**src/include/dcache_defs.svh**
```systemverilog
`ifndef DCACHE_DEFS_SVH
`define DCACHE_DEFS_SVH

// ========================================
// Cache geometry
// ========================================

`define DC_XLEN       32    // Processor word width
`define DC_LINE_BITS  128   // One cache line
`define DC_WORDS      4     // Words per line
`define DC_WAYS       2     // Associativity
`define DC_SETS       16    // Sets per way

// Address split, byte offset is the low 2 bits
`define DC_OFS_BITS   2     // Word offset inside a line
`define DC_IDX_BITS   4     // Set index
`define DC_TAG_BITS   24    // 32 - 4 - 2 - 2

`endif

```
**src/hdl/dcache_pkg.sv**
```systemverilog
`include "dcache_defs.svh"

package dcache_pkg;

    // Controller states
    typedef enum logic [2:0] {
        IDLE,           // Wait for a strobe or a flush
        LOOKUP,         // Tag compare on the registered request
        WB_VICTIM,      // Dirty victim going out to memory
        WB_DONE,        // Victim written, issue the line read
        FILL,           // Wait for the line from memory
        FILL_DONE,      // Write the fill into the victim way
        FLUSH_WALK,     // Inspect one way/set pair
        FLUSH_STEP      // Wait for a flush write-back
    } dc_state_e;

    typedef logic [`DC_XLEN-1:0]          word_t;
    typedef logic [`DC_LINE_BITS-1:0]     line_t;
    typedef logic [`DC_TAG_BITS-1:0]      tag_t;
    typedef logic [`DC_IDX_BITS-1:0]      idx_t;
    typedef logic [$clog2(`DC_WAYS)-1:0]  way_t;
    typedef logic [`DC_XLEN/8-1:0]        be_t;     // One enable per byte

endpackage

```
**src/hdl/dcache_ctrl.sv**
```systemverilog
`timescale 1ns/100ps
`include "dcache_defs.svh"

module dcache_ctrl (
    input  logic               clk_i,
    input  logic               rst_i,
    // Processor side
    input  logic               p_strobe_i,
    input  logic               p_rw_i,
    input  logic               p_flush_i,
    input  dcache_pkg::word_t  p_addr_i,
    input  dcache_pkg::word_t  p_data_i,
    input  dcache_pkg::be_t    p_be_i,
    output dcache_pkg::word_t  p_data_o,
    output logic               p_ready_o,
    output logic               busy_flushing_o,
    // Memory side
    output logic               m_strobe_o,
    output logic               m_rw_o,
    output dcache_pkg::word_t  m_addr_o,
    output dcache_pkg::line_t  m_data_o,
    input  dcache_pkg::line_t  m_data_i,
    input  logic               m_ready_i,
    // From storage and replacement
    input  logic               hit_i,
    input  dcache_pkg::way_t   hit_way_i,
    input  dcache_pkg::line_t  hit_line_i,
    input  dcache_pkg::line_t  sel_line_i,
    input  dcache_pkg::tag_t   sel_tag_i,
    input  logic               sel_dirty_i,
    input  dcache_pkg::way_t   victim_way_i,
    // To storage and replacement
    output dcache_pkg::idx_t   index_o,
    output dcache_pkg::tag_t   tag_o,
    output dcache_pkg::way_t   sel_way_o,
    output logic               line_we_o,
    output dcache_pkg::way_t   wr_way_o,
    output dcache_pkg::line_t  wr_line_o,
    output logic               wr_dirty_o,
    output logic               dirty_clr_o,
    output logic               fill_o
);
    import dcache_pkg::*;

    dc_state_e state_q, state_d;

    // Registered request
    logic                     rw_q;
    tag_t                     tag_q;
    idx_t                     idx_q;
    logic [`DC_OFS_BITS-1:0]  ofs_q;
    word_t                    wdata_q;
    be_t                      be_q;
    line_t                    fill_buf_q;   // Line returned by memory

    logic [`DC_IDX_BITS:0]    walk_q;       // {way, set} during a flush
    logic                     walk_last;
    logic                     flush_act;
    logic                     flush_done;
    logic                     issue_wr;     // Start a line write-back
    logic                     issue_rd;     // Start a line read

    line_t                    merge_src;
    line_t                    merged_line;
    word_t                    merged_word;

    assign flush_act = (state_q == FLUSH_WALK) || (state_q == FLUSH_STEP);
    assign walk_last = &walk_q;

    // Walk ends on a clean last entry or on the last write-back ack
    assign flush_done = walk_last &&
                        (((state_q == FLUSH_WALK) && !sel_dirty_i) ||
                         ((state_q == FLUSH_STEP) && m_ready_i));

    // ========================================
    // State machine
    // ========================================
    always_ff @(posedge clk_i)
    begin
        if (rst_i)
            state_q <= IDLE;
        else
            state_q <= state_d;
    end

    always_comb
    begin
        state_d  = state_q;
        issue_wr = 1'b0;
        issue_rd = 1'b0;
        case (state_q)
            IDLE:
                if (p_strobe_i)
                    state_d = LOOKUP;
                else if (p_flush_i)
                    state_d = FLUSH_WALK;
            LOOKUP:
                if (!hit_i)
                begin
                    issue_wr = sel_dirty_i;                       // Victim must go out first
                    issue_rd = !sel_dirty_i;
                    state_d  = sel_dirty_i ? WB_VICTIM : FILL;
                end
                else
                    state_d = IDLE;                               // Hit, done in one cycle
            WB_VICTIM:
                if (m_ready_i)
                    state_d = WB_DONE;
            WB_DONE:
            begin
                issue_rd = 1'b1;
                state_d  = FILL;
            end
            FILL:
                if (m_ready_i)
                    state_d = FILL_DONE;
            FILL_DONE:
                state_d = IDLE;
            FLUSH_WALK:
                if (sel_dirty_i)
                begin
                    issue_wr = 1'b1;
                    state_d  = FLUSH_STEP;
                end
                else if (walk_last)
                    state_d = IDLE;
            FLUSH_STEP:
                if (m_ready_i)
                    state_d = walk_last ? IDLE : FLUSH_WALK;
            default:
                state_d = IDLE;
        endcase
    end

    // ========================================
    // Request, fill buffer and flush walk
    // ========================================
    always_ff @(posedge clk_i)
    begin
        if ((state_q == IDLE) && p_strobe_i)
        begin
            rw_q    <= p_rw_i;
            tag_q   <= p_addr_i[`DC_XLEN-1 -: `DC_TAG_BITS];
            idx_q   <= p_addr_i[`DC_OFS_BITS+2 +: `DC_IDX_BITS];
            ofs_q   <= p_addr_i[2 +: `DC_OFS_BITS];
            wdata_q <= p_data_i;
            be_q    <= p_be_i;
        end
        if ((state_q == FILL) && m_ready_i)
            fill_buf_q <= m_data_i;
    end

    always_ff @(posedge clk_i)
    begin
        if (rst_i || (state_q == IDLE))
            walk_q <= '0;
        else if (((state_q == FLUSH_WALK) && !sel_dirty_i) ||
                 ((state_q == FLUSH_STEP) && m_ready_i))
            walk_q <= walk_q + 1'b1;                              // Set first, then way
    end

    always_ff @(posedge clk_i)
    begin
        if (rst_i)
            busy_flushing_o <= 1'b0;
        else if ((state_q == IDLE) && p_flush_i && !p_strobe_i)
            busy_flushing_o <= 1'b1;
        else if (flush_done)
            busy_flushing_o <= 1'b0;
    end

    // ========================================
    // Memory port
    // ========================================
    always_ff @(posedge clk_i)
    begin
        if (rst_i)
        begin
            m_strobe_o <= 1'b0;
            m_rw_o     <= 1'b0;
        end
        else
        begin
            m_strobe_o <= issue_wr || issue_rd;                   // One-cycle pulse
            if (issue_wr || issue_rd)
                m_rw_o <= issue_wr;
            else if (m_ready_i)
                m_rw_o <= 1'b0;
        end
    end

    // Address and data held until the ack
    always_ff @(posedge clk_i)
    begin
        if (issue_wr)
        begin
            m_addr_o <= {sel_tag_i, index_o, {(`DC_OFS_BITS+2){1'b0}}};
            m_data_o <= sel_line_i;
        end
        else if (issue_rd)
            m_addr_o <= {tag_q, idx_q, {(`DC_OFS_BITS+2){1'b0}}};
    end

    // ========================================
    // Line update and processor response
    // ========================================
    assign merge_src = (state_q == FILL_DONE) ? fill_buf_q : hit_line_i;

    dcache_word_merge u_merge (
        .line_i   (merge_src),
        .offset_i (ofs_q),
        .wdata_i  (wdata_q),
        .be_i     (be_q),
        .word_o   (merged_word),
        .line_o   (merged_line)
    );

    assign index_o     = flush_act ? walk_q[`DC_IDX_BITS-1:0] : idx_q;
    assign tag_o       = tag_q;
    assign sel_way_o   = flush_act ? walk_q[`DC_IDX_BITS] : victim_way_i;
    assign line_we_o   = ((state_q == LOOKUP) && hit_i && rw_q) || (state_q == FILL_DONE);
    assign wr_way_o    = (state_q == LOOKUP) ? hit_way_i : victim_way_i;
    assign wr_line_o   = rw_q ? merged_line : fill_buf_q;      // Read fill stores raw line
    assign wr_dirty_o  = rw_q;
    assign dirty_clr_o = (state_q == FLUSH_STEP) && m_ready_i;
    assign fill_o      = (state_q == FILL_DONE);                // Advance the FIFO pointer

    assign p_ready_o = ((state_q == LOOKUP) && hit_i) || (state_q == FILL_DONE) || flush_done;
    assign p_data_o  = (!rw_q && (((state_q == LOOKUP) && hit_i) || (state_q == FILL_DONE))) ?
                       merged_word : '0;

endmodule

```
**src/hdl/dcache_word_merge.sv**
```systemverilog
`timescale 1ns/100ps
`include "dcache_defs.svh"

module dcache_word_merge (
    input  dcache_pkg::line_t         line_i,
    input  logic [`DC_OFS_BITS-1:0]   offset_i,   // Word within the line
    input  dcache_pkg::word_t         wdata_i,
    input  dcache_pkg::be_t           be_i,
    output dcache_pkg::word_t         word_o,
    output dcache_pkg::line_t         line_o
);
    import dcache_pkg::*;

    // Word w sits at bits [32*w +: 32], word 0 lowest
    always_comb
    begin
        word_o = '0;
        line_o = line_i;
        for (int w = 0; w < `DC_WORDS; w++)
        begin
            if (offset_i == w[`DC_OFS_BITS-1:0])
            begin
                word_o = line_i[w*`DC_XLEN +: `DC_XLEN];
                // Replace only the enabled bytes
                for (int b = 0; b < `DC_XLEN/8; b++)
                begin
                    if (be_i[b])
                        line_o[w*`DC_XLEN + b*8 +: 8] = wdata_i[b*8 +: 8];
                end
            end
        end
    end

endmodule

```
**config.mk**
```make
export PLATFORM = sky130hd
export DESIGN_NAME = dcache_ctrl
export DESIGN_NICKNAME = d
export VERILOG_FILES = /design/src/hdl/dcache_pkg.sv /design/src/hdl/dcache_ctrl.sv /design/src/hdl/dcache_word_merge.sv
export VERILOG_INCLUDE_DIRS = /design/src /design/src/include
export SDC_FILE = /design/constraint.sdc
export NUM_CORES = 1
export LEC_CHECK = 0
export BUFFER_PORTS_ARGS = -buffer_cell sky130_fd_sc_hd__buf_2
export CAP_MARGIN = 20
export CORE_AREA = 4 4 325 327
export CTS_CLUSTER_SIZE = 12
export DETAILED_ROUTE_END_ITERATION = 16
export DIE_AREA = 0 0 329 331
export GPL_TIMING_DRIVEN = 1
export PLACE_DENSITY_LB_ADDON = 0.1
export RECOVER_POWER = 100
export SLEW_MARGIN = 5
export SYNTH_ARGS = -nofsm -noshare
export SYNTH_HDL_FRONTEND = slang
export SYNTH_SLANG_ARGS = --single-unit
```
**constraint.sdc**
```tcl
create_clock -name clk_i -period 20.5 [get_ports clk_i]
set_clock_uncertainty 0.15 [all_clocks]
set_input_delay 5.125 -clock clk_i [delete_from_list [all_inputs] [get_ports clk_i]]
set_output_delay 5.125 -clock clk_i [all_outputs]
set_load 0.005 [all_outputs]
```
# After elaboration in Yosys (flattened, before gate mapping)
# Cells that the tools add are included.
[totals]
inputBits = 486
word_cells = 109
out_inout_bits = 358
regBits = 362
[classes]
n_mux = 52
reduce_logical = 27
n_eq_ne = 15
addsub = 1
[ops]
columns = ["cell", "count"]
rows = [
  ["2-to-1 mux 32 bit", 11],
  ["2-to-1 mux 128 bit", 2],
  ["2-to-1 mux 8 bit", 16],
  ["2-to-1 mux 3 bit", 10],
  ["case mux 3 bit (8 select lines)", 1],
  ["equality test 3 bit, second input constant", 4],
  ["logical AND 1 bit", 10],
  ["AND reduction 5 bit", 2],
  ["2-to-1 mux 1 bit", 9],
  ["logical OR 1 bit", 7],
  ["equality test 3 x 2 -> 1 bit, second input constant", 2],
  ["inequality test 2 bit, second input constant", 3],
  ["inequality test 3 bit, second input constant", 2],
  ["nonzero test 2 bit", 3],
  ["adder 5 x 1 -> 5 bit, second input constant", 1],
  ["equality test 2 bit, second input constant", 2],
  ["2-to-1 mux 4 bit", 1],
  ["case mux 1 bit (2 select lines)", 2],
  ["equality test 3 x 1 -> 1 bit, second input constant", 1],
  ["zero test 1 bit", 3],
  ["zero test 3 bit", 1],
  ["equality test 2 x 1 -> 1 bit, second input constant", 1],
  ["zero test 2 bit", 1],
]

# Longest topological paths before layout
[depth]
ltp_word = 7
depth_mapped = 10
ltp_nobuf = 7

# Hierarchy
# Synthesis repeated with hierarchy kept, for this count alone.
[hier_totals]
hier_cells = 1004
area_unflattened_um2 = 17654.4
[by_module_without_submodules]
columns = ["mod", "instances", "area_per_inst_um2", "cells_per_inst", "seq_area_each_um2"]
rows = [
  ["dcache_ctrl", 1, 15152.0, 818, 10760.3],
  ["dcache_word_merge", 1, 2502.4, 186, 0.0],
]

# Least setup slack after synthesis
# No wires, ideal clock.
[synth_timing]
path_type = "input to register"
from = "input m_ready_i"
to = "register fill_buf_q[0] (enable)"
slack_ns = 2.206
setup_ns = 0.935
path_buffers = 0
path_stages = 1
required_time_ns = 19.415
t_arrival_ns = 17.209
cell_sequence = "nor4bb_1"
[synth_between]
elab_chain_len = 1
[synth_lines]
columns = ["element", "line", "text"]
rows = [
  ["start, declared", "dcache_ctrl.sv:23", "input logic m_ready_i,"],
  ["logical AND 1 bit", "dcache_ctrl.sv:149", "if ((state_q == FILL) && m_ready_i)"],
  ["end signal, assigned", "dcache_ctrl.sv:150", "fill_buf_q <= m_data_i;"],
  ["end, declared", "dcache_ctrl.sv:54", "line_t fill_buf_q;"],
]
# No other way between the ends.
# A chain may end at the register's enable or synchronous reset.

# Final worst setup path
[layout_timing]
from = "input hit_i"
to = "output p_data_o[6]"
[layout_between]
elab_chain_len = 4
[layout_lines]
columns = ["element", "line", "text"]
rows = [
  ["start, declared", "dcache_ctrl.sv:25", "input logic hit_i,"],
  ["logical AND 1 bit", "dcache_ctrl.sv:229", "assign p_data_o = (!rw_q && (((state_q == LOOKUP) && hit_i) || (state_q == FILL_DONE))) ?"],
  ["logical OR 1 bit", "dcache_ctrl.sv:229", ""],
  ["logical AND 1 bit", "dcache_ctrl.sv:229", ""],
  ["2-to-1 mux 32 bit", "dcache_ctrl.sv:229", ""],
  ["end, declared", "dcache_ctrl.sv:14", "output dcache_pkg::word_t p_data_o,"],
]
# No other way between the ends.

==> impl_metrics.json <==
{
  "status": "finished, violations left",
  "violations": "capacitance limit, slew limit",
  "grtUsageTotal_pct": 16.2,
  "crit_fanout": 23,
  "grt_pass1_wl_um": 123000,
  "min-delay-path-class": "register to register",
  "vias_per_cell": 4.19,
  "switching_power_mw": 0.964,
  "cp_top_family": "buffers and inverters",
  "max-slew-margin-rel_pct": -489,
  "fp.dieArea_sq_um": 109000,
  "seqPwrFrac_pct": 38.9,
  "cts-htree-levels": 2,
  "cts_resized": 0,
  "power.internal_mw": 1.74,
  "grt_max_degree": 129,
  "drtIter0Drc": 845,
  "dr_total_vias": 14200,
  "io_pins": 844,
  "tightest_slew_ps": 8840,
  "peakVddDrop_uv": 67.2,
  "crit_top_cell": "clkbuf_1",
  "arrival_ps": 9160,
  "area_growth_pct": 41.6,
  "min-delay-start": "m_rw_o",
  "numCtsBuffers": 50,
  "grt_overflow_total": 0,
  "p_total_mw": 2.70,
  "cp_slowest_stage_delay_ps": 1620,
  "hold_buffers": 0,
  "gp_congestion": 0.857,
  "final.period_utilization_pct": 70.4,
  "antenna_found_initial": 52,
  "hold_violations": 0,
  "fin_tns_setup_ps": 0,
  "cts-root-buf": "clkbuf_16",
  "syn_area_per_cell_sq_um": 14.6,
  "routed_wl_um": 93500,
  "core_area_sq_um": 103000,
  "drcViolationCount": 0,
  "end_kind": "output pin",
  "timing.fmax_ghz": 0.0693,
  "crit_required_ps": 15230,
  "async_reset_ff_share_pct": 0,
  "p_per_area_nw_per_um2": 118,
  "startpoint": "hit_i",
  "cts_sinks": 362,
  "io_buffers": 837,
  "cts_tree": "built",
  "period_needed_ps": 14440,
  "yosysWarningCount": 0,
  "final_nets": 2449,
  "rsz0062_at_grt": "false",
  "crit_path_top_delay_cell": "clkbuf_1",
  "post_cts_buffers": 0,
  "post-dp-hpwl_um": 71300,
  "fillers": 11300,
  "r2r-start": "state_q[2]",
  "syn_area_sq_um": 16200,
  "clkPwrFrac_pct": 31.5,
  "clk_pin_slew_worst_paths_ps": 50,
  "syn-instance-count": 1108,
  "synth_edf_count": 351,
  "path_cells": "clkbuf_1 -> nor2_1 -> or3_1 -> clkbuf_1 -> nor2_1 -> clkbuf_1 -> a22o_1 -> clkbuf_1",
  "post_route_cells_drive_above_1_share_pct": 33.0,
  "cts_buffer_depth": 3,
  "ys_ff_latch": 362,
  "setup_violations": 0,
  "die_width_um": 329,
  "p_comb_share_pct": 29.6,
  "initial_core_util_pct": 15.7,
  "clkLatencyLatePin_ps": 640,
  "die_h_um": 331,
  "synth_cell_types": 53,
  "leakage_nw": 8.20,
  "drv_cap": 28,
  "wire_per_inst_um": 27.6,
  "drtAntennaViolNets": 0,
  "worst_setup_path_start_kind": "primary input",
  "grt_pass1_vias": 15100,
  "synth_ff_type": "edfxtp_1",
  "p_sw_share_pct": 35.6,
  "final_max_slew_viol_count": 697,
  "yosysSeqAreaShare_pct": 66.6,
  "row_count": 118,
  "dr.pass1.iters": 8,
  "worstPathBufferInverterCount": 4,
  "critPathKind": "primary input to output pin"
}
[Yosys cell counts, drive strengths merged, types with 2 or more instances]
| cell | count | area (sq um) |
|---|---|---|
| a21boi | 17 | 308 |
| a21oi | 141 | 706 |
| a22o | 28 | 245 |
| a31oi | 2 | 12.5 |
| a32o | 2 | 20.0 |
| and2 | 2 | 12.5 |
| buf | 35 | 230 |
| clkbuf | 26 | 97.6 |
| dfxtp | 11 | 220 |
| edfxtp | 351 | 10500 |
| ha | 2 | 25.0 |
| inv | 6 | 25.0 |
| mux2 | 30 | 338 |
| mux2i | 6 | 60.1 |
| mux4 | 58 | 1310 |
| nand2 | 52 | 195 |
| nand2b | 3 | 18.8 |
| nand3 | 7 | 35.0 |
| nand3b | 11 | 82.6 |
| nor2 | 145 | 559 |
| nor2b | 3 | 18.8 |
| nor3 | 4 | 20.0 |
| nor4b | 2 | 17.5 |
| o2111ai | 2 | 17.5 |
| o21ai | 6 | 30.0 |
| o21bai | 2 | 15.0 |
| o22ai | 132 | 826 |
| or3 | 2 | 12.5 |
| or3b | 4 | 35.0 |
| xor2 | 2 | 17.5 |
[flip-flops by register name, summed over array words and instances, names as in the netlist]
signal and flops:
idx_q 4, state_q 3, m_addr_o 28, m_strobe_o 1, ofs_q 2, be_q 4, busy_flushing_o 1, m_rw_o 1
wr_dirty_o 1, tag_o 24, m_data_o 128, fill_buf_q 128, wdata_q 32, walk_q 5
[per-layer routing]
layer | vias up | share of wire [%] | GRT usage (%)
met5 | - | 0.22 | 0
met4 | 34 | 2.8 | 4.58
met3 | 182 | 12 | 7.17
met2 | 848 | 48 | 28.0
met1 | 6943 | 37 | 18.2
li1 | 6191 | - | -
[area by class of cell]
| type | instances | area [sq um] | area share (%) |
|---|---|---|---|
| antenna | 14 | 35.0 | 0.153 |
| clock buffer | 59 | 1280 | 5.61 |
| clock inverter | 28 | 279 | 1.22 |
| inverter | 6 | 26.3 | 0.115 |
| multi-input combinational | 682 | 4880 | 21.3 |
| sequential | 362 | 10800 | 47.0 |
| tap | 1380 | 1730 | 7.54 |
| timing repair buffer | 859 | 3900 | 17.0 |
[path summary, 6_finish.rpt]
path / depth (start not counted) / to / slack, ps
worst min-delay path: 2 / m_rw_o / 340
worst max-delay path: 8 / p_data_o[6] / 6060
worst max register to register: 6 / m_data_o[2] / 11900
worst min register to register: 2 / m_rw_o / 340
[power groups by stage]
stage,combinational [mW],clock [mW],sequential (mW)
after global routing,0.874,0.920,1.07
after CTS,0.878,0.892,1.04
after detailed placement,0.878,0,1.05
after global placement,0.880,0,1.05
final,0.799,0.852,1.05
after floorplan,0.398,0,1.05
[worst min-delay path, cell delays in order, from the launching register on]
cell      delay [ps]
dfxtp_1          300
nand3b_1          80
a21oi_1           60
[kinds of logic (layout without fill, tap and decap cells)]
family / Yosys count / in the layout / share of synthesized area [%]
multiplexers: 94 / 94 / 10.5
flip-flops: 362 / 362 / 66.6
adder cells (fa/ha/maj): 2 / 2 / 0.155
AND/OR/NAND/NOR: 240 / 240 / 6.47
XOR/XNOR: 2 / 2 / 0.108
buffers and inverters: 67 / 952 / 2.18
AO/OA/AOI/OAI: 340 / 340 / 14.0
other: 1 / 18 / 0.0232
[cells in the final DEF (no fill, tap or decap), types with 4 or more instances in the layout]
cell and n:
nand2_1 52, bufinv_16 4, buf_4 11, nand3b_1 11, or3b_2 4, mux2_2 5
a22o_1 28, nor2_1 144, buf_2 504, o21ai_0 5, a21boi_0 17, edfxtp_1 351
mux2_1 25, conb_1 4, nand3_1 7, nor3_1 4, mux4_2 58, clkinv_2 10
o22ai_1 132, clkbuf_16 50, mux2i_1 6, a21oi_1 141, dfxtp_1 11, clkbuf_1 348
diode_2 14, clkinv_1 12
[through the flow]
step / hold WS, ps / util [%] / setup slack, ps / instance area (sq um) / std cells
2_1_floorplan: 320 / - / 2210 / 16200 / 1111
5_1_grt: 381 / 22.2 / 5090 / 22900 / 3378
6_report: 342 / 22.2 / 6060 / 22900 / 3390
3_5_place_dp: 331 / 21.4 / 7940 / 22000 / 3289
4_1_cts: 342 / 22.9 / 7930 / 23500 / 3376
3_3_place_gp: 328 / 21.4 / 7960 / 22000 / 3289
No activity file was read; power rests on OpenSTA's default activity.
