===== config.mk =====
export PLATFORM = sky130hd
export DESIGN_NAME = dcache_fifo_repl
export DESIGN_NICKNAME = d
export VERILOG_FILES = /design/src/hdl/dcache_pkg.sv /design/src/hdl/dcache_fifo_repl.sv
export VERILOG_INCLUDE_DIRS = /design/src /design/src/include
export SDC_FILE = /design/constraint.sdc
export NUM_CORES = 1
export LEC_CHECK = 0
export BUFFER_PORTS_ARGS = -buffer_cell sky130_fd_sc_hd__buf_2
export CAP_MARGIN = 40
export CORE_MARGIN = 2
export CORE_UTILIZATION = 51
export CTS_CLUSTER_SIZE = 28
export DETAILED_ROUTE_END_ITERATION = 12
export PLACE_DENSITY = 0.8
export SLEW_MARGIN = 20
export SYNTH_ARGS = -nofsm -noshare
export SYNTH_HDL_FRONTEND = slang
export SYNTH_SLANG_ARGS = --single-unit

===== constraint.sdc =====
create_clock -name clk_i -period 1.16 [get_ports clk_i]
set_input_delay 0.058 -clock clk_i [delete_from_list [all_inputs] [get_ports clk_i]]
set_output_delay 0.058 -clock clk_i [all_outputs]
set_load 0.02 [all_outputs]

===== src/include/dcache_defs.svh =====
`ifndef DCACHE_DEFS_SVH
`define DCACHE_DEFS_SVH

// ========================================
// Cache geometry
// ========================================

`define DC_XLEN       32    // Processor word width
`define DC_LINE_BITS  128   // One cache line
`define DC_WORDS      4     // Words per line
`define DC_WAYS       2     // Associativity
`define DC_SETS       16    // Sets per way

// Address split, byte offset is the low 2 bits
`define DC_OFS_BITS   2     // Word offset inside a line
`define DC_IDX_BITS   4     // Set index
`define DC_TAG_BITS   24    // 32 - 4 - 2 - 2

`endif


===== src/hdl/dcache_pkg.sv =====
`include "dcache_defs.svh"

package dcache_pkg;

    // Controller states
    typedef enum logic [2:0] {
        IDLE,           // Wait for a strobe or a flush
        LOOKUP,         // Tag compare on the registered request
        WB_VICTIM,      // Dirty victim going out to memory
        WB_DONE,        // Victim written, issue the line read
        FILL,           // Wait for the line from memory
        FILL_DONE,      // Write the fill into the victim way
        FLUSH_WALK,     // Inspect one way/set pair
        FLUSH_STEP      // Wait for a flush write-back
    } dc_state_e;

    typedef logic [`DC_XLEN-1:0]          word_t;
    typedef logic [`DC_LINE_BITS-1:0]     line_t;
    typedef logic [`DC_TAG_BITS-1:0]      tag_t;
    typedef logic [`DC_IDX_BITS-1:0]      idx_t;
    typedef logic [$clog2(`DC_WAYS)-1:0]  way_t;
    typedef logic [`DC_XLEN/8-1:0]        be_t;     // One enable per byte

endpackage


===== src/hdl/dcache_fifo_repl.sv =====
`timescale 1ns/100ps
`include "dcache_defs.svh"

module dcache_fifo_repl (
    input  logic              clk_i,
    input  logic              rst_i,
    input  dcache_pkg::idx_t  index_i,
    input  logic              fill_i,         // A line was refilled in this set
    output dcache_pkg::way_t  victim_way_o
);
    import dcache_pkg::*;

    // One pointer per set, aimed at the oldest way
    way_t ptr_q [`DC_SETS];

    assign victim_way_o = ptr_q[index_i];

    always_ff @(posedge clk_i)
    begin
        if (rst_i)
        begin
            for (int s = 0; s < `DC_SETS; s++)
                ptr_q[s] <= '0;                 // Way 0 is filled first
        end
        else if (fill_i)
        begin
            // Two ways, so the next oldest is simply the other one
            ptr_q[index_i] <= ptr_q[index_i] + 1'b1;
        end
    end

endmodule


# [Yosys cells after proc, flatten, opt, wreduce, memory -nomap -nowiden]
# Memory sizes are Yosys's and may differ from the RTL's.
# Cells that the tools add are included.
[classes] addsub=1 n_reduce_logical=1 n_mux=8
[ops] op="2-to-1 mux 1 bit" count=7
[ops] op="2-to-1 mux 4 bit" count=1
[ops] op="adder 1 bit (second input constant)" count=1
[ops] op="OR reduction 1 bit" count=1
[totals] output_inout_bits=1 reg_bits=0 n_memories=1 input_bits=7 mem_bits_rw=16 elab_cells=11
[mem_list] memory="ptr_q" depth=16 word_bits=1 read_ports=1 rd_ports_with_merged_regs=0 write_ports=16 line_no="dcache_fifo_repl.sv:14" source="way_t ptr_q [`DC_SETS];"

# [Longest topological paths before layout]
# Gate-level depths: netlist of the first run.
[depth] depth_word=5 depth_mapped=4 ltp_nobuf=3

# [Least setup slack after synthesis of the first run]
# Ideal clock, no wire load.
[synth_timing] path_kind="reg-to-output" startpoint="mem ptr_q[1] (netlist bit)" endpoint="out victim_way_o" n_path_buf=0 arrival_ns=1.238 setup_slack_ns=-0.136 stages_incl_launch_ff=4 required_time_ns=1.102 cell_sequence="edfxtp_1 -> mux4_1 -> a22oi_1 -> nand3_1"
[synth_via] elab_chain_cells=1
[synth_lines] item="from (decl)" line_no="dcache_fifo_repl.sv:14"
[synth_lines] item="memory (16 x 1 bit)"
[synth_lines] item="to (decl)" line_no="dcache_fifo_repl.sv:9" source="output dcache_pkg::way_t victim_way_o"
# Every way passes these cells.

# [Worst setup path after layout of the first run]
[layout_timing] startpoint="mem ptr_q[11] (netlist bit)" endpoint="out victim_way_o"
# The elaborated chain is that of the path after synthesis.

==> results.md, run 1 <==
- Setup repair after global routing could not meet its margin everywhere.
- The count of routing violations after the opening detailed-route iteration is 23.
- Including well taps, the total number of placed cells is 119.
- The count of cells in the finished layout, fillers not included, comes to 125.
- The leakage dissipation is 0.476 nW.
- The slack of the worst reg-to-reg path is -330 ps.
- The vertical extent of the die is 47.5 µm.
- Of all nets on the critical path, the largest fanout is 2.
- The startpoint identified for the worst register-to-register timing path is ptr_q[11].
- The arrival time of the worst setup path is 1590 ps.
- The number of failing hold endpoints at the final stage is 0.
- The count of inserted antenna diode cells is 0.
- In the post-route analysis, the smallest setup slack over all paths is -493 ps.
- The required time of the critical path is 1100 ps.
- For this run, asynchronously set or reset flops after synthesis account for 0.
- The worst-case hold path end point is ptr_q[11].
- The average vias per placed instance is 5.62.
- Entering global routing, the biggest net connects 18 pins.
- The clock transition at the registers of the reported paths is 100 ps.
- The TritonCTS clock tree is yes.
- The most used flip-flop cell after synthesis is sky130_fd_sc_hd__edfxtp_1.
- The sum of net half-perimeters after detailed placement is 1530 µm.
- For this configuration, the core starts out at a cell density of 0.553.
- The kind of launch point of the worst setup path is a flip-flop.
- The area growth from synthesis to layout is 22.7%.
- The depth of the worst register-to-register path is 4.
- Routability-driven placement finished with a final weighted congestion of 0.764.
- In this run the power density over the cells is 1010 mW/mm².
- The checks that failed: negative setup slack.
- The quantity of I/O buffers inserted on ports is 7.
- The maximum clock path buffer count is 2.
- Pin placement for this block handled 8 I/O pins.
- The number of detailed-route iterations in the first pass is 4.
- The mean area per synthesized cell is 12.4 µm².
- The number of warnings issued by yosys is 0.
- The critical path in this run is classified as flip-flop to output port.
- The number of DRC violations after detailed routing is 0.
- The run finished, with violations left.
- In this run the horizontal extent of the chip is 47.5 µm.
- The initial antenna violation count was 0.
- The area of the placeable core is 0.00175 mm².
- The headroom to the max-slew limit is 0.835.
- For this run the aggregate overflow at the end of global routing stands at 0.
- At the end of the flow the core is filled with cells to 0.678.
- The final setup violation count is 17.
- The floorplan has 15 rows.
- Across every metal layer, demand over resource in global routing totals 0.220.
- The largest registers in the layout are ptr_q (16).
- CTS built an H-tree with a depth of 1.
- The measured slew at the worst slew-check pin is 246 ps.
- After routing, the total negative slack on setup checks comes to -4160 ps.
- After technology mapping, the gate count stands at 78.
- Timing would allow up to 0.605 GHz.
- The register with the most flip-flops in the layout has 16 of them.
- In this run the most critical hold path is launched from fill_i.
- Across the routed clock network, the largest skew measured is 7.29 ps.
- The fraction of final layout cells sized beyond drive strength 1 is 0.470.
- The net count of the finished layout is 108.
- The via count of the first global-routing pass is 705.
- The synthesized design contains 16 enable-type register cells.
- The share of the clock period used by the worst path after layout is 1.42.
- The distinct cell type count after synthesis is 22.
- The total chip power is 1.20 mW.
- The nature of the critical path endpoint is an output port.
- The class of the tightest hold or removal check is input port to flip-flop.
- The register with the most flip-flops in the final layout is ptr_q.
- In this design, the stage delay of the slowest critical-path cell is 510 ps.
- The residual antenna-violating net count after detailed routing is 0.
- The total wirelength of the detailed-routed design is 2080 µm.
- The number of buffers created by CTS is 3.
- In this run, synthesis produced a sequential element count of 16.
- The via count is 702.
- The number of nets in the synthesized netlist is 85.
- The later pin in the worst-skew pair is clocked with a latency of 290 ps.
- The number of slew-limit violations in the final report is 0.
- The worst-case IR drop observed on VDD is 0.000580 V.
- The clock drives 16 sinks.
- Max-cap violations in this run came to 0.
- The global-route wire length before repair is 3220 µm.
- The worst register-to-register path ends at ptr_q[10].
- Of the synthesized area, sequential elements account for 0.498.
- Walking the worst path, the cells encountered are mux4_2 > a22oi_2 > nand3_2 > buf_2.
- The detailed-route wire length per cell is 16.7 µm.
- Clock tree synthesis selected as its root buffer the cell sky130_fd_sc_hd__clkbuf_4.
- The synthesized netlist occupies a cell area of 965 µm².
- The hold-critical path depth is 2.
- The die outline area is 0.00226 mm².
- The critical path's slowest cell is sky130_fd_sc_hd__mux4_2.
- Subtracting the final worst setup slack from the clock period gives 1650 ps.
## report_power, final
group	internal, mW	switching, mW
logic	0.111	0.118
registers	0.659	0.00806
clock network	0.125	0.178
total	0.895	0.304
## how the worst max path moves through the flow
stage / start / endpoint / cells after the start
global route: ptr_q[3] / victim_way_o / 4
global placement: ptr_q[0] / victim_way_o / 4
finish: ptr_q[11] / victim_way_o / 4
CTS: ptr_q[11] / victim_way_o / 4
detailed placement: ptr_q[0] / victim_way_o / 4
floorplan: ptr_q[15] / ptr_q[15] / 3
## placed cells by master (no fill, tap or decap), drive strengths merged, types with 2 or more instances in the layout
| master | instances |
|---|---|
| a21o | 9 |
| a41o | 3 |
| buf | 23 |
| clkbuf | 3 |
| edfxtp | 16 |
| mux4 | 4 |
| nand2 | 3 |
| nand2b | 4 |
| nand3 | 2 |
| nor2 | 18 |
| nor2b | 3 |
| o21bai | 4 |
| or2 | 2 |
## synth_stat cells, drive strengths merged, types with 2 or more instances
master	number	share of area
nor2	18	0.070
buf	4	0.043
a21o	9	0.070
o21bai	4	0.031
mux4	4	0.11
nand2	3	0.012
or2	2	0.016
nand3	2	0.010
nand2b	4	0.052
a41o	3	0.031
edfxtp	16	0.50
nor2b	3	0.019
## cell families after synthesis
family / after synthesis / share of synthesized area
buf+inv: 5 / 0.0467
compound gates: 17 / 0.140
flops: 16 / 0.498
mux: 4 / 0.105
simple gates: 36 / 0.210
## worst max-delay path: cells and delay by family (launching register included)
| kind | cells | cell delay (ps) |
|---|---|---|
| multiplexers | 1 | 510 |
| AND/OR/NAND/NOR | 1 | 70 |
| AO/OA/AOI/OAI | 1 | 150 |
| flip-flops | 1 | 420 |
| buffers and inverters | 1 | 160 |
## layout make-up
class	count	area [µm²]
Sequential cell	16	480
Fill cell	125	562
Clock buffer	3	22.5
Timing Repair Buffer	23	155
Multi-Input combinational cell	57	490
Clock inverter	1	3.75
Tap cell	25	31.3
## per-layer routing
metal  up-vias  routed length, µm  GRT usage
li1        335                  -          -
met1       343                878      0.259
met2        18               1100      0.381
met3         6                 73     0.0528
met4         0                 31     0.0944
met5         -                  0          0
## per-stage QoR
stage / area, µm² / hold slack (ps) / worst slack [ps]
after global placement: 1090 / 482 / -161
after detailed placement: 1090 / 483 / -192
after CTS: 1130 / 181 / -498
after global routing: 1180 / 203 / -540
final: 1180 / 184 / -493
after floorplan: 963 / 304 / -101
## timing repair
item,in CTS,in global routing
gates resized for setup,5,10
hold endpoints to repair,0,0
buffers inserted,0,2
pin swaps,1,0
hold buffers,0,0
endpoints found under the setup margin,17,17
(Power assumes the default switching activity.)
==> inputs of run 2 (changes only) <==
CORE_UTILIZATION = 60   (was 51)
PLACE_DENSITY = 0.88   (was 0.8)
RECOVER_POWER = 25   (was default)
SLEW_MARGIN = default   (was 20)
clock period = 2.1 ns   (was 1.16 ns; I/O delays follow)
==> results.md, run 2 (same netlist as run 1, synthesis figures left out) <==
- The run finished with clean final reports.
- The total negative slack for setup checks is 0 ps (+4160 ps).
- The kind of launch point of the worst setup path is a flip-flop.
- The layout net count is 92 (-15%).
- The vertical extent of the die was 44.1 µm (-7.1%).
- The die outline area was 0.00194 mm² (-14%).
- The required time of the critical path came to 2000 ps (+900 ps).
- The via count is 686 (-2.3%).
- The nature of the critical path endpoint is an output port.
- The depth of the worst register-to-register path is 3 (-1).
- The cell at the root of the clock tree is sky130_fd_sc_hd__clkbuf_4.
- The clock share of power is 0.270 (+0.017).
- Of the available clock period, the critical path in the final layout requires 0.852.
- The area of the placeable core is 0.00151 mm² (-14%).
- The maximum net fanout on the critical path is 2 (unchanged).
- The maximum clock path buffer count is 2 (unchanged).
- The number of clock sinks is 16 (unchanged).
- The delay contributed by the slowest stage of the critical path is 530 ps (+20 ps).
- The post-CTS setup repair buffer count came to 0 (unchanged).
- The number of buffers inserted for hold repair after clock tree synthesis is 0 (unchanged).
- The initial core utilization is 0.640 (+0.0877).
- The overall overflow remaining after global route is 0 (unchanged).
- The last weighted congestion value of the routability-driven placer is 0.765 (about the same).
- The standard-cell row count was 14 (-1).
- The minimum setup slack after placement is 536 ps (+727 ps).
- More flip-flops sit in one register than any other, and that register is ptr_q.
- The worst-skew pair later-pin latency is 290 ps (about the same).
- The overall die width was 44.1 µm (-7.1%).
- The clock transition at the registers of the reported paths came to 90 ps (about the same).
- The TritonCTS clock tree is yes.
- Setup repair after global routing left no endpoint under its margin.
- The max-capacitance violation count is 0 (unchanged).
- The final instance count without filler cells was 100 (-20%).
- The count of buffering cells on the critical path with inverters included was 1 (unchanged).
- Relative to the synthesized area, the layout overhead comes to 3.37%.
- The most critical setup path has its endpoint at victim_way_o.
- The number of DRC violations after detailed routing is 0 (unchanged).
- The total wirelength of the detailed-routed design was 1890 µm (-9.3%).
- The residual antenna-violating net count after detailed routing is 0 (unchanged).
- The count of routing violations after the opening detailed-route iteration is 32 (+39%).
- The family with the most delay on the worst path is multiplexers.
- The arrival time of the worst setup path is 1680 ps (+90 ps).
- The worst path needs 1790 ps of the cycle, external delays included.
- The initial antenna violation count is 0 (unchanged).
- The count of inserted antenna diode cells is 0 (unchanged).
- The kind of critical path is flip-flop to output port.
- In the final layout, the registers with the most flip-flops are ptr_q (16).
- The final setup violation count is 0 (-17).
- The global-route wire length before repair is 3160 µm (-1.7%).
- The quantity of I/O buffers inserted on ports is 7 (unchanged).
- The maximum clock skew at final layout is 2.86 ps (-4.43 ps).
- The critical path's slowest cell is sky130_fd_sc_hd__mux4_1.
- The count of instances resized after the clock tree is built came to 0 (-5).
- The detailed-route wire length per cell is 18.9 µm (+13%).
- The number of detailed-route iterations in the first pass is 4 (unchanged).
- The design internal power is 0.473 mW (-47%).
- The number of H-tree levels is 1 (unchanged).
- The utilization of the core after routing came to 0.662 (-0.0162).
- Static timing analysis puts the maximum clock frequency at 0.559 GHz.
- The top-level port count was 8 (unchanged).
- The measured slew at the worst slew-check pin was 751 ps (+504 ps).
- The combinational share of power was 0.147 (-0.044).
- The library cell used most frequently in the layout, excluding fill and tap cells, is sky130_fd_sc_hd__nor2_1.
- In the layout the commonest cells are sky130_fd_sc_hd__nor2_1 (18), sky130_fd_sc_hd__edfxtp_1 (16), sky130_fd_sc_hd__a21o_1 (9), sky130_fd_sc_hd__o21bai_1 (4), sky130_fd_sc_hd__buf_2 (4).
- Tracing the worst setup path back leads to its startpoint at ptr_q[1].
- The flip-flop count of the largest register, all copies and words added is 16 (unchanged).
- The areal power density over the cells is 633 mW/mm² (-38%).
- The minimum setup slack in the final design is 311 ps (+804 ps).
- The headroom to the max-slew limit came to 0.500 (-0.336).
- The slack of the worst reg-to-reg path is 720 ps (+1050 ps).
- The fraction of final layout cells sized beyond drive strength 1 was 0.155 (-0.315).
- The switching share of power was 0.250 (-0.00366).
- The maximum number of pins on one net before global-route repair came to 20 (+2).
- The worst hold path belongs to the class input port to flip-flop.
- The number of slew-limit violations in the final report is 0 (unchanged).
- The net load switching power was 0.158 mW (-48%).
- The largest vdd supply drop is 0.000426 V (-27%).
- The part of the total power dissipated in sequential elements is 0.584 (+0.028).
- The total chip power is 0.631 mW (-47%).
- The average vias per placed instance is 6.86 (+22%).
- The worst reg2reg path startpoint is ptr_q[14].
- The total number of cells along the worst setup path is 4 (unchanged).
- Walking the worst path, the cells encountered are mux4_1 > a22oi_1 > nand3_1 > buf_2.
- The overall routing resource usage is 0.237 (+0.0169).
- The number of placed instances, taps included is 96 (-19%).
- The number of buffers created by CTS is 3 (unchanged).
- The destination of the worst register-to-register timing path is ptr_q[14].
- The number of failing hold endpoints at the final stage is 0 (unchanged).
- The via count of the first global-routing pass is 672 (-4.7%).
- The leakage dissipation was 0.399 nW (-16%).
run 2: changes by cell type in the layout (fill, tap and decap cells not counted), sizes merged:
cell	previous run	this run
clkbuf	3	6
buf	23	4
run 2: worst min path at each step:
stage	from	to	slack [ps]	cells after the start
after CTS	fill_i	ptr_q[7]	250	2
after floorplan	fill_i	ptr_q[11]	380	1
after global placement	fill_i	ptr_q[3]	540	2
after detailed placement	fill_i	ptr_q[3]	550	2
final	fill_i	ptr_q[7]	270	2
after global routing	fill_i	ptr_q[7]	280	2
run 2: power groups by stage:
stage | Sequential (mW) | Combinational [mW] | Clock [mW]
after floorplan | 0.373 | 0.0759 | 0
after global placement | 0.374 | 0.0873 | 0
after detailed placement | 0.376 | 0.0921 | 0
after CTS | 0.368 | 0.0925 | 0.169
after global routing | 0.369 | 0.0996 | 0.182
final | 0.368 | 0.0925 | 0.170
run 2: metal layers:
| metal | track usage | vias to the layer above | wire [µm] |
|---|---|---|---|
| li1 | - | 305 | - |
| met1 | 0.292 | 338 | 741 |
| met2 | 0.418 | 38 | 1010 |
| met3 | 0.0286 | 5 | 103 |
| met4 | 0.103 | 0 | 34 |
| met5 | 0 | - | 0 |
run 2: per-stage QoR:
stage / hold slack, ps / area [µm²]
finish: 270 / 997
global route: 277 / 997
CTS: 253 / 1000
detailed placement: 553 / 975
global placement: 538 / 975
floorplan: 380 / 965
run 2: worst reg2reg max path, delay by kind of cell, from the launching register on:
family	cells	cell delay, ps
DFF	1	390
muxes	1	480
and+or+nand+nor	2	370
run 2: layout make-up:
cell class,instances,area [µm²]
fill,124,509
sequential,16,480
multi-input combinational,57,439
timing repair buffer,7,31.3
clock buffer,3,22.5
tap,16,20.0
clock inverter,1,3.75
==> inputs of run 3 (changes only) <==
CORE_UTILIZATION = 57   (was 60)
PLACE_DENSITY = 0.85   (was 0.88)
clock period = 1.7 ns   (was 2.1 ns; I/O delays follow)
==> results.md, run 3 (same netlist as run 1, synthesis figures left out) <==
- The flow ran to the end, and the final reports show no timing, DRC or antenna violations.
- The library cell used most frequently in the layout, excluding fill and tap cells, is sky130_fd_sc_hd__nor2_1.
- The vertical extent of the die was 45.1 µm (+2.4%).
- The count of buffering cells on the critical path with inverters included is 1 (unchanged).
- The arrival time of the worst setup path is 1600 ps (-80 ps).
- The sum of routed wire segments on met1 was 820 µm (+11%).
- Traced cell by cell, the critical path runs through mux4_2 > a22oi_2 > nand3_1 > buf_6.
- The total wirelength of the detailed-routed design is 1830 µm (-3.3%).
- The number of buffers inserted for hold repair after clock tree synthesis was 0 (unchanged).
- The standard-cell row count came to 14 (unchanged).
- The number of H-tree levels came to 1 (unchanged).
- The overall overflow remaining after global route came to 0 (unchanged).
- The layout net count is 94 (+2.2%).
- The worst-skew pair later-pin latency was 290 ps (about the same).
- The critical path's slowest cell is sky130_fd_sc_hd__mux4_2.
- The area of all placed cells without fillers came to 0.00101 mm² (+1.6%).
- The number of detailed-route iterations in the first pass is 4 (unchanged).
- The overall routing resource usage is 0.219 (-0.0175).
- The global-route wire length before repair was 3000 µm (-5.0%).
- The residual antenna-violating net count after detailed routing is 0 (unchanged).
- The overall die width is 45.1 µm (+2.4%).
- STA classifies the critical path startpoint as a flip-flop.
- The worst setup path is captured at an output port.
- The number of DRC violations after detailed routing is 0 (unchanged).
- The via count is 647 (-5.7%).
- The last weighted congestion value of the routability-driven placer was 0.741 (-3.1%).
- The number of failing hold endpoints at the final stage was 0 (unchanged).
- The TritonCTS clock tree is yes.
- The kind of critical path is flip-flop to output port.
- In this run the worst hold path is classified as input port to flip-flop.
- The delay contributed by the slowest stage of the critical path is 500 ps (-30 ps).
- The minimum setup slack after placement came to 194 ps (-342 ps).
- The headroom to the max-slew limit is 0.518 (+0.0185).
- The footprint of the multi-input gates is 437 µm² (-0.57%).
- The via count of the first global-routing pass is 655 (-2.5%).
- The measured slew at the worst slew-check pin is 723 ps (-27.7 ps).
- The flip-flop count of the largest register, all copies and words added is 16 (unchanged).
- The final setup violation count was 0 (unchanged).
- The final hold slack is 232 ps (-38.4 ps).
- The minimum setup slack in the final design came to 11.3 ps (-300 ps).
- The endpoint identified for the worst register-to-register timing path is ptr_q[1].
- The wire-length estimate of the detail-placed layout is 1340 µm.
- The top-level port count is 8 (unchanged).
- The worst-case hold path end point is ptr_q[7].
- The utilization of the core after routing is 0.657 (-0.00449).
- The depth of the worst register-to-register path is 4 (+1).
- The top cell types in the final layout, fill and taps aside, are sky130_fd_sc_hd__nor2_1 (18), sky130_fd_sc_hd__edfxtp_1 (16), sky130_fd_sc_hd__a21o_1 (9), sky130_fd_sc_hd__o21bai_1 (4), sky130_fd_sc_hd__buf_2 (4).
- The number of clock sinks is 16 (unchanged).
- The required time of the critical path is 1620 ps (-380 ps).
- In this run the critical register-to-register path is launched from ptr_q[2].
- The cell at the root of the clock tree is sky130_fd_sc_hd__clkbuf_4.
- The largest vdd supply drop is 0.000474 V (+11%).
- The average vias per placed instance is 6.41 (-6.6%).
- The areal power density over the cells is 772 mW/mm² (+22%).
- Setup repair after global routing could not meet its margin everywhere.
- The number of buffers created by CTS is 3 (unchanged).
- The total chip power is 0.782 mW (+24%).
- The register with the most flip-flops is ptr_q.
- The detailed-route wire length per cell is 18.1 µm (-4.3%).
- The post-placement cell area was 982 µm² (+0.77%).
- The hold-critical path depth is 2 (unchanged).
- The maximum number of pins on one net before global-route repair was 20 (unchanged).
- The slack of the worst reg-to-reg path was 260 ps (-460 ps).
- The count of routing violations after the opening detailed-route iteration is 23 (-28%).
- In the final layout, the registers with the most flip-flops are ptr_q (16).
- The count of inserted antenna diode cells is 0 (unchanged).
- The initial antenna violation count is 0 (unchanged).
- Grouping stages by cell kind, the critical path spends the most delay in multiplexers.
- The quantity of I/O buffers inserted on ports is 7 (unchanged).
- The wire length on met2 is 853 µm (-15%).
- The worst path needs 1690 ps of the cycle, external delays included.
- The sequential cell area is 480 µm² (unchanged).
- The share of the clock period used by the worst path after layout is 0.993.
- The leakage dissipation is 0.401 nW (+0.45%).
- The max-capacitance violation count is 0 (unchanged).
- The initial core utilization is 0.626 (-0.0146).
- The area growth from synthesis to layout is 5.06%.
- The top metal layer carrying routed signals is met4.
- The clock transition at the registers of the reported paths is 90 ps (about the same).
- The maximum clock path buffer count came to 2 (unchanged).
- The die outline area came to 0.00204 mm² (+4.8%).
- The number of slew-limit violations in the final report came to 0 (unchanged).
- The worst hold path begins at fill_i.
- The number of fill cells is 126 (+1.6%).
- The area of the placeable core was 0.00154 mm² (+2.3%).
- The maximum net fanout on the critical path is 2 (unchanged).
- The maximum clock skew at final layout is 3.38 ps (+0.512 ps).
- The highest clock frequency the design can meet is 0.592 GHz.
- The fraction of final layout cells sized beyond drive strength 1 is 0.224 (+0.0688).
- The total met3 wirelength after detailed routing is 109 µm (+5.8%).
==> run 3: changes by cell type in the layout (fill, tap and decap cells not counted), sizes merged <==
cell    before  now
buf          4    7
clkbuf       6    5
clkinv       1    0
==> run 3: stage by stage <==
step / setup TNS [ps] / instances
floorplan: 0 / 78
global placement: 0 / 97
detailed placement: 0 / 97
CTS: 0 / 101
global route: -25.1 / 101
finish: 0 / 101
==> run 3: layer usage <==
| metal | global-route usage | vias up |
|---|---|---|
| met5 | 0 | - |
| met4 | 0.124 | 0 |
| met3 | 0.0240 | 5 |
| met2 | 0.349 | 24 |
| met1 | 0.292 | 313 |
| li1 | - | 305 |
==> run 3: repair_timing <==
item / in CTS / in global routing
pin swaps: 0 / 2
endpoints found under the setup margin: 1 / 1
resized for setup: 2 / 3
buffers inserted: 1 / 0
==> run 3: area by class of cell <==
| class | count | share of cell area |
|---|---|---|
| clock buffers | 3 | 0.0222 |
| repair buffers | 9 | 0.0531 |
| well taps | 16 | 0.0198 |
| flip-flops and latches | 16 | 0.474 |
| multi-input cells | 57 | 0.431 |
==> run 3: how the worst max path moves through the flow <==
stage                   from            to  slack [ps]  cells past startpoint
detailed placement     rst_i      ptr_q[4]         190                      4
global route        ptr_q[2]  victim_way_o         -30                      4
finish              ptr_q[2]  victim_way_o          10                      4
CTS                 ptr_q[2]  victim_way_o         0.3                      4
global placement       rst_i      ptr_q[4]         240                      4
floorplan           ptr_q[1]  victim_way_o         380                      3
==> run 3: power by group <==
| part | switching, mW | total [mW] | internal, mW |
|---|---|---|---|
| Sequential | 0.00553 | 0.455 | 0.450 |
| Clock | 0.121 | 0.203 | 0.0825 |
| Combinational | 0.0665 | 0.124 | 0.0577 |
| Total | 0.193 | 0.782 | 0.590 |
==> run 3: worst reg2reg max path, cell delays in order, from the launching register on <==
cell and delay [ps]:
sky130_fd_sc_hd__edfxtp_1 400, sky130_fd_sc_hd__mux4_2 500, sky130_fd_sc_hd__buf_4 150, sky130_fd_sc_hd__nand2b_4 150, sky130_fd_sc_hd__nor2_1 110
